**config.mk**
```make
export PLATFORM = sky130hd
export DESIGN_NAME = shiftUnit
export DESIGN_NICKNAME = d
export VERILOG_FILES = /design/src/logic/isaPkg.sv /design/src/logic/shiftPkg.sv /design/src/logic/barrelShifter.sv /design/src/logic/shiftDecode.sv /design/src/logic/shiftUnit.sv
export SDC_FILE = /design/constraint.sdc
export NUM_CORES = 1
export LEC_CHECK = 0
export BUFFER_PORTS_ARGS = -buffer_cell sky130_fd_sc_hd__buf_2
export CORE_MARGIN = 3
export CORE_UTILIZATION = 56
export DETAILED_ROUTE_END_ITERATION = 7
export PLACE_DENSITY_LB_ADDON = 0.15
export SLEW_MARGIN = 20
export SYNTH_ARGS = -nofsm -noshare
export SYNTH_HDL_FRONTEND = slang
export SYNTH_SLANG_ARGS = --single-unit
```
**constraint.sdc**
```tcl
create_clock -name clk -period 2.36 [get_ports clk]
set_input_delay 0.708 -clock clk [delete_from_list [all_inputs] [get_ports clk]]
set_output_delay 0.708 -clock clk [all_outputs]
set_load 0.03 [all_outputs]
```
**src/logic/isaPkg.sv**
```systemverilog
// MIPS I instruction encoding for the shift unit and its testbench
// Word and register index types, the R-type field view and the SPECIAL function codes
package isaPkg;

    // ------------------------------
    // Data and register types
    // ------------------------------

    // Architectural data word
    localparam int wordWidth = 32;

    // 32 general registers
    localparam int regIndexWidth = 5;

    typedef logic [wordWidth-1:0] word_t;
    typedef logic [regIndexWidth-1:0] regIndex_t;

    // Primary opcode and SPECIAL function fields
    typedef logic [5:0] opcode_t;
    typedef logic [5:0] funct_t;

    // ------------------------------
    // Instruction formats
    // ------------------------------

    // R-type layout, most significant field first
    // bits 31:26 opcode, 25:21 rs, 20:16 rt, 15:11 rd, 10:6 shamt, 5:0 funct
    typedef struct packed {
        opcode_t    opcode;
        regIndex_t  rs;
        regIndex_t  rt;
        regIndex_t  rd;
        logic [4:0] shamt;
        funct_t     funct;
    } rType_t;

    // Same 32 bits seen as decoded fields or as the raw fetched word
    typedef union packed {
        rType_t fields;
        word_t  raw;
    } instrWord_t;

    // ------------------------------
    // Encodings
    // ------------------------------

    // All shifts live under the SPECIAL opcode
    localparam opcode_t opSpecial = 6'h00;

    // Shift amount taken from shamt, rs must be zero
    localparam funct_t functSll = 6'h00;
    localparam funct_t functSrl = 6'h02;
    localparam funct_t functSra = 6'h03;

    // Shift amount taken from GPR[rs], shamt must be zero
    localparam funct_t functSllv = 6'h04;
    localparam funct_t functSrlv = 6'h06;
    localparam funct_t functSrav = 6'h07;

endpackage : isaPkg

```
**src/logic/shiftPkg.sv**
```systemverilog
// Shift datapath types shared by the decoder, the barrel shifter and the top level
package shiftPkg;

    // ------------------------------
    // Shift control
    // ------------------------------

    // Kind of shift the barrel shifter performs
    // encoding 2'b11 is unused and never leaves a legal decode
    typedef enum logic [1:0] {
        shiftLeftLogical  = 2'b00,
        shiftRightLogical = 2'b01,
        shiftRightArith   = 2'b10
    } shiftOp_t;

    // ------------------------------
    // Shift count
    // ------------------------------

    // Enough bits to shift a 32-bit word by 0..31
    localparam int shiftAmountWidth = 5;

    typedef logic [shiftAmountWidth-1:0] shiftAmount_t;

endpackage : shiftPkg

```
**src/logic/barrelShifter.sv**
```systemverilog
// Logarithmic barrel shifter for left logical, right logical and right arithmetic shifts
// Left shifts reuse the right-shift chain by reversing the bit order on the way in and out
module barrelShifter
    import shiftPkg::*;
#(
    parameter int dataWidth = 32
) (
    input  logic [dataWidth-1:0]         value,
    input  logic [$clog2(dataWidth)-1:0] amount,
    input  shiftOp_t                     op,
    output logic [dataWidth-1:0]         result
);

    // One stage per amount bit
    localparam int stageCount = $clog2(dataWidth);

    // Mirror a word so bit 0 becomes the MSB
    function automatic logic [dataWidth-1:0] reverseBits(input logic [dataWidth-1:0] vec);
        logic [dataWidth-1:0] flipped;
        for (int i = 0; i < dataWidth; i++) begin
            flipped[i] = vec[dataWidth-1-i];
        end
        return flipped;
    endfunction

    // ------------------------------
    // Shift chain
    // ------------------------------

    always_comb begin : shiftChain
        logic                 isLeft;
        logic                 fillBit;
        logic [dataWidth-1:0] work;
        logic [dataWidth-1:0] fillMask;

        isLeft   = (op == shiftLeftLogical);
        fillMask = '0;

        // Sign fill only for arithmetic shifts, zeros otherwise
        fillBit = (op == shiftRightArith) ? value[dataWidth-1] : 1'b0;

        work = isLeft ? reverseBits(value) : value;

        // Stage i moves right by 2**i when amount bit i is set
        for (int i = 0; i < stageCount; i++) begin
            if (amount[i]) begin
                fillMask = ~({dataWidth{1'b1}} >> (1 << i));
                work     = (work >> (1 << i)) | (fillBit ? fillMask : '0);
            end
        end

        // undo the mirror for left shifts
        result = isLeft ? reverseBits(work) : work;

        // No shift leaves the operand alone in every mode
        if (amount == '0) begin
            assert (result == value)
            else $error("barrelShifter: zero shift changed %h into %h", value, result);
        end
    end

endmodule : barrelShifter

```
**src/logic/shiftDecode.sv**
```systemverilog
// Combinational decode of one MIPS shift instruction
// Gives the shift kind, the amount, the destination rd and whether the encoding is legal
module shiftDecode
    import isaPkg::*;
    import shiftPkg::*;
(
    input  instrWord_t   instruction,
    input  word_t        gprA,
    output logic         legal,
    output shiftOp_t     op,
    output shiftAmount_t amount,
    output regIndex_t    destIndex
);

    // ------------------------------
    // Field views
    // ------------------------------

    // Only the R-type view is meaningful for shifts
    rType_t fields;

    assign fields = instruction.fields;

    // Result always lands in rd
    assign destIndex = fields.rd;

    // ------------------------------
    // Function decode
    // ------------------------------

    always_comb begin : decodeShift
        logic isSpecial;
        logic isShift;
        logic isVariable;
        logic zeroFieldOk;

        isSpecial  = (fields.opcode == opSpecial);
        isShift    = 1'b1;
        isVariable = 1'b0;
        op         = shiftLeftLogical;

        // Pick the shifter mode and the amount source from funct
        case (fields.funct)
            functSll: begin
                op = shiftLeftLogical;
            end
            functSrl: begin
                op = shiftRightLogical;
            end
            functSra: begin
                op = shiftRightArith;
            end
            functSllv: begin
                op         = shiftLeftLogical;
                isVariable = 1'b1;
            end
            functSrlv: begin
                op         = shiftRightLogical;
                isVariable = 1'b1;
            end
            functSrav: begin
                op         = shiftRightArith;
                isVariable = 1'b1;
            end
            default: begin
                // Any other SPECIAL function belongs to another unit
                isShift = 1'b0;
            end
        endcase

        // Variable forms use only the low five bits of rs data
        if (isVariable) begin
            amount = gprA[$bits(shiftAmount_t)-1:0];
        end else begin
            amount = fields.shamt;
        end

        // The field a form does not use has to be zero
        // shamt form needs rs == 0, variable form needs shamt == 0
        if (isVariable) begin
            zeroFieldOk = (fields.shamt == '0);
        end else begin
            zeroFieldOk = (fields.rs == '0);
        end

        legal = isSpecial && isShift && zeroFieldOk;
    end

endmodule : shiftDecode

```
**src/logic/shiftUnit.sv**
```systemverilog
// MIPS I shift execute unit, one instruction per cycle with no back-pressure
// Decodes the instruction, shifts rt data and registers the rd write-back one clock later
module shiftUnit
    import isaPkg::*;
    import shiftPkg::*;
(
    input  logic       clk,
    input  logic       rstN,
    input  logic       instrValid,
    input  instrWord_t instruction,
    input  word_t      gprA,
    input  word_t      gprB,
    output logic       gprCWrite,
    output regIndex_t  gprCIndex,
    output word_t      gprCData
);

    // ------------------------------
    // Decode and datapath
    // ------------------------------

    logic         legal;
    shiftOp_t     op;
    shiftAmount_t amount;
    regIndex_t    destIndex;
    word_t        shiftResult;

    // Issue only counts when the slot is valid and the encoding is legal
    logic writeEnable;

    shiftDecode decode_i (
        .instruction (instruction),
        .gprA        (gprA),
        .legal       (legal),
        .op          (op),
        .amount      (amount),
        .destIndex   (destIndex)
    );

    // rt data is the shifted operand
    barrelShifter #(
        .dataWidth (wordWidth)
    ) shifter_i (
        .value  (gprB),
        .amount (amount),
        .op     (op),
        .result (shiftResult)
    );

    assign writeEnable = instrValid && legal;

    // ------------------------------
    // Write-back register
    // ------------------------------

    // Index and data load on every valid issue, write strobe only when legal
    always_ff @(posedge clk or negedge rstN) begin
        if (!rstN) begin
            gprCWrite <= 1'b0;
            gprCIndex <= '0;
            gprCData  <= '0;
        end else begin
            gprCWrite <= writeEnable;
            if (instrValid) begin
                gprCIndex <= destIndex;
                gprCData  <= shiftResult;
            end
        end
    end

    // ------------------------------
    // Checks
    // ------------------------------

    // Register file write enable must be clean after reset
    gprCWriteKnown: assert property (
        @(posedge clk) disable iff (!rstN)
        !$isunknown(gprCWrite)
    ) else $error("shiftUnit: gprCWrite is unknown");

    // A write can only start one clock after a valid issue
    writeFollowsIssue: assert property (
        @(posedge clk) disable iff (!rstN)
        $rose(gprCWrite) |-> $past(instrValid)
    ) else $error("shiftUnit: gprCWrite rose without a valid issue the cycle before");

endmodule : shiftUnit

```
==> impl_metrics.csv, run 1 <==
group,metric,value,unit
clock_tree,hold_buffers,0,
synthesis,ys_types,59,
clock_tree,postCtsSetupBuffers,28,
synthesis,synthTopCellsByArea,"dfrtp_1 24%, mux2i_1 15%, nand3_1 4.8%, nand2_1 4.8%, o21ai_0 3.8%",
synthesis,netlist_area,4040,um^2
synthesis,ys_ff_latch,38,
floorplanning,start_util,58.50,%
floorplanning,io_pins,137,
outcome,error,"[ERROR DPL-0038] Utilization greater than 100%, impossible to legalize",
clock_tree,htreeDepth,2,
synthesis,synth_async_sr_flop_share,100.0,%
floorplanning,die_h,90.94,um
outcome,failed_stage,"clock tree synthesis (4_1_cts)",
placed_design,dp_hpwl,13520,um
clock_tree,ctsRootBufferMaster,"clkbuf_8",
clock_tree,clk_path_buf_depth,2,
synthesis,synth_warnings,0,
floorplanning,die_x,90.94,um
clock_tree,clock_sinks,38,
placed_design,place.gp.congestion,1.164,
clock_tree,post_cts_resized,191,
placed_design,io_buffer_count,104,
synthesis,synth_ff_type,"dfrtp_1",
synthesis,synth_top_area_share,23.54,%
synthesis,syn-num-nets,599,
synthesis,seq_area_frac_synth,23.54,%
floorplanning,rows,30,
clock_tree,numCtsBuffers,5,
synthesis,synth_edf_count,0,
synthesis,synth_cells,500,
synthesis,synth_top_cell_by_area,"dfrtp_1",
synthesis,synth.avg_cell_area,8.080,um^2
outcome,status,"did not finish",
logic make-up after synthesis:
| logic type | synth area share, % |
|---|---|
| AO/OA/AOI/OAI | 30.57 |
| buffers and inverters | 4.986 |
| flip-flops | 23.54 |
| multiplexers | 18.89 |
| AND/OR/NAND/NOR | 22.02 |
per-stage QoR:
stage	setup slack, ns	utilization [%]	TNS [ns]	std cells	cell area (um^2)
floorplan	-0.8803	-	-21.41	500	4081
detailed placement	-1.292	83.75	-34.55	826	5784
global placement	-1.127	83.75	-31.86	826	5784
cell usage after synthesis, types with 3 or more instances:
cell / n
a2111oi_0: 4
nor4_1: 4
mux2i_1: 59
nand3_1: 39
o221a_2: 5
buf_2: 6
a211oi_1: 11
a221o_1: 10
mux2_2: 8
a31oi_1: 6
dfrtp_1: 38
o31ai_1: 4
o221ai_1: 6
inv_1: 3
nand4_1: 7
nor3_1: 11
and3_1: 6
o21ai_0: 31
clkbuf_1: 25
nor2_1: 37
nand2b_1: 4
a21oi_1: 22
mux4_2: 3
a32o_1: 4
a32oi_1: 3
nor2b_1: 3
a221oi_1: 6
o22ai_1: 17
and2_1: 7
nand2_1: 52
o21a_1: 3
o31a_1: 3
a22oi_1: 18
==> run 2: changes to the inputs <==
--- a/config.mk
+++ b/config.mk
@@ -7,7 +7,7 @@
 export LEC_CHECK = 0
 export BUFFER_PORTS_ARGS = -buffer_cell sky130_fd_sc_hd__buf_2
 export CORE_MARGIN = 3
-export CORE_UTILIZATION = 56
+export CORE_UTILIZATION = 40
 export DETAILED_ROUTE_END_ITERATION = 7
 export PLACE_DENSITY_LB_ADDON = 0.15
 export SLEW_MARGIN = 20
==> impl_metrics.csv, run 2 <==
group,metric,value,unit
hold_path,hp-class,"reg2reg",
synthesis,ys_ff_latch,38,
timing,whs,0.4878,ns
synthesis,synth_edf_count,0,
timing,setup_violations,32,
floorplanning,die_h,106.5,um
routing,vias,5818,
cells_and_area,mostFrequentLayoutCell,"buf_4",
timing,clock.fmax,323.9,MHz
synthesis,synth_top_cell_by_area,"dfrtp_1",
outcome,status,"finished, violations left",
synthesis,synth_cells,500,
cells_and_area,n_antenna_cell,0,
synthesis,synth_async_sr_flop_share,100.0,%
floorplanning,die_x,106.5,um
worst_setup_path,cpMaxStageDelayCell,"mux2i_2",
placed_design,place.gp.congestion,1.022,
global_routing,grt_max_degree,39,
clock_tree,clkTransAtPathRegs,0.08,ns
floorplanning,die-area,11340,um^2
cells_and_area,top_regs,"gprCData x32, gprCIndex x5, gprCWrite x1",
synthesis,synth.avg_cell_area,8.080,um^2
power,seq_power_share,23.3,%
timing,fin_ws,-0.7269,ns
worst_setup_path,r2r-start,"gprCData[18]",
power,netSwitchingPower,1.353,mW
worst_setup_path,critPathArrivalTime,3.32,ns
hold_path,hold_depth,2,
power,power.share.switching,40.28,%
floorplanning,rows,36,
synthesis,netlist_area,4040,um^2
worst_setup_path,critPathTopFamily,"simple AND/OR/NAND/NOR gates",
worst_setup_path,rr_worst_depth,2,
worst_setup_path,r2r_slack,1.45,ns
timing,relSlewSlack,44.47,%
routing,dr.pass1.iters,6,
power,vdd_ir_drop_max,359.8,uV
global_routing,grt_pass1_vias,5468,
worst_setup_path,criticalPathCategory,"in2reg",
routing,ant_nets,0,
cells_and_area,drive_above_1_share,64.27,%
routing,viasPerCell,6.290,
timing,finalCriticalPeriod,3.087,ns
worst_setup_path,cp.required,2.59,ns
synthesis,synth_ff_type,"dfrtp_1",
timing,tightest_slew,0.8329,ns
run,drv_cap,0,
clock_tree,clock_sinks,38,
synthesis,syn-num-nets,599,
power,power.total,3.360,mW
worst_setup_path,worstPathMaxFanout,4,
synthesis,synth_warnings,0,
clock_tree,htreeDepth,2,
worst_setup_path,crit_chain,"buf_6, or3_4, buf_6, or3_4, nand2_4, buf_6, mux2i_2, mux2_4, buf_4, nor3_1, nor3_2, o221ai_1, a21oi_1",
timing,hold_viol,0,
power,pwr-share-clk,20.3,%
floorplanning,start_util,41.14,%
hold_path,worstHoldStart,"gprCData[6]",
routing,wl_per_cell,22.02,um
global_routing,grt_pass1_wl,29610,um
routing,wl,20370,um
synthesis,synth_top_area_share,23.54,%
outcome,violations,"setup timing",
global_routing,antenna_found_initial,0,
clock_tree,clk_latency,0.30,ns
timing,slew_violations,0,
cells_and_area,largest_reg_flops,32,
synthesis,yosys-top-cells-count,"59 x mux2i_1, 52 x nand2_1, 39 x nand3_1, 38 x dfrtp_1, 37 x nor2_1",
power,p_int,2.006,mW
worst_setup_path,cpMostUsedCell,"buf_6",
placed_design,dp_hpwl,14620,um
clock_tree,numCtsBuffers,5,
clock_tree,ctsRootBufferMaster,"clkbuf_8",
global_routing,grt_util_all_layers,33.09,%
cells_and_area,final_nets,890,
synthesis,ys_types,59,
routing,drt_iter0_markers,546,
timing,min_period_over_period,130.8,%
worst_setup_path,cpPeakStageDelay,0.43,ns
placed_design,io_buffer_count,104,
synthesis,synthTopCellsByArea,"dfrtp_1 24%, mux2i_1 15%, nand3_1 4.8%, nand2_1 4.8%, o21ai_0 3.8%",
worst_setup_path,crit_buf_inv,4,
clock_tree,clk_path_buf_depth,2,
floorplanning,io_pins,137,
hold_path,hold_path_end,"gprCData[6]",
clock_tree,cts_tree,"done",
clock_tree,hold_buffers,0,
timing,fin_worst_skew,0,ns
power,p_leak,3.271,nW
power,p_per_area,441.8,nW/um^2
cells_and_area,syn_to_final_growth,88.23,%
cells_and_area,regMostFlops,"gprCData",
synthesis,yosysMostFrequentCell,"mux2i_1",
timing,rsz0062_at_grt,"yes",
synthesis,seq_area_frac_synth,23.54,%
cells_and_area,most-common-layout-cells,"175 x buf_4, 102 x buf_2, 39 x nand2_1",
worst_setup_path,worst_setup_path_start_kind,"input pin",
worst_setup_path,crit_path_end_kind,"register",
global_routing,grt_overflow_total,0,
worst_setup_path,timing.rr.end,"gprCData[18]",
floorplanning,core_area,9819,um^2
routing,route.detailed.drc,0,
power,p_comb_share,56.4,%
[run 2: cell counts after synthesis]
Identical to the previous run, type by type.
[run 2: kinds of logic (layout without fill, tap and decap cells)]
kind of cell / count (synthesis) / after routing / share of synthesized area (%)
muxes: 71 / 71 / 18.89
AOI/OAI and AO/OA: 171 / 171 / 30.57
buffers and inverters: 39 / 331 / 4.986
and+or+nand+nor: 181 / 181 / 22.02
DFF: 38 / 38 / 23.54
[run 2: cell type report]
cell class | instances | area (um^2)
Multi-Input combinational cell | 423 | 3954
Timing Repair Buffer | 320 | 2385
Fill cell | 701 | 2215
Sequential cell | 38 | 950.9
Tap cell | 133 | 166.4
Clock buffer | 5 | 68.82
Clock inverter | 3 | 68.82
Inverter | 3 | 11.26
[run 2: power by group through the flow]
stage,Sequential (mW),Clock (mW),Combinational (mW)
final,0.783,0.682,1.90
after CTS,0.781,0.690,1.64
after global routing,0.791,0.720,1.98
after detailed placement,0.793,0,1.42
after floorplan,0.962,0,0.588
after global placement,0.788,0,1.41
[run 2: worst max-delay path by stage]
stage                    from  cells past startpoint           end  slack, ns
6_report       instruction[3]                     13  gprCData[30]      -0.73
5_1_grt        instruction[3]                     13  gprCData[30]      -0.81
4_1_cts        instruction[3]                     14  gprCData[14]      -0.69
3_5_place_dp   instruction[4]                     13  gprCData[31]      -1.28
3_3_place_gp   instruction[4]                     14  gprCData[31]      -1.31
2_1_floorplan  instruction[4]                     12   gprCData[9]      -0.88
[run 2: metal layers]
metal | vias up | routed length, um | GRT usage [%]
li1 | 2570 | - | -
met1 | 2768 | 8258 | 45.74
met2 | 405 | 9568 | 53.67
met3 | 75 | 1840 | 5.464
met4 | 0 | 702 | 9.132
met5 | - | 0 | 0
[run 2: through the flow]
stage          std cells  setup TNS, ns  utilization (%)  instance area, um^2  setup WS (ns)
3_5_place_dp         883         -34.68            60.78                 5968         -1.283
2_1_floorplan        500         -21.41                -                 4081        -0.8803
3_3_place_gp         883         -34.50            60.78                 5968         -1.311
5_1_grt              925         -22.85            77.45                 7605        -0.8146
6_report             925         -20.54            77.45                 7605        -0.7269
4_1_cts              907         -19.76            69.57                 6832        -0.6943
[run 2: worst reg2reg max path, stage by stage, from the launching register on]
cell and delay, ns:
dfrtp_1 0.40, or2_2 0.27, o221a_2 0.13
[run 2: what timing repair did]
| action | CTS | global route |
|---|---|---|
| pin swaps | 39 | 41 |
| setup buffers | 15 | 23 |
| gates resized for setup | 132 | 133 |
| endpoints found under the setup margin | 32 | 32 |
| cloned | 2 | 0 |
(Power assumes the default switching activity.)
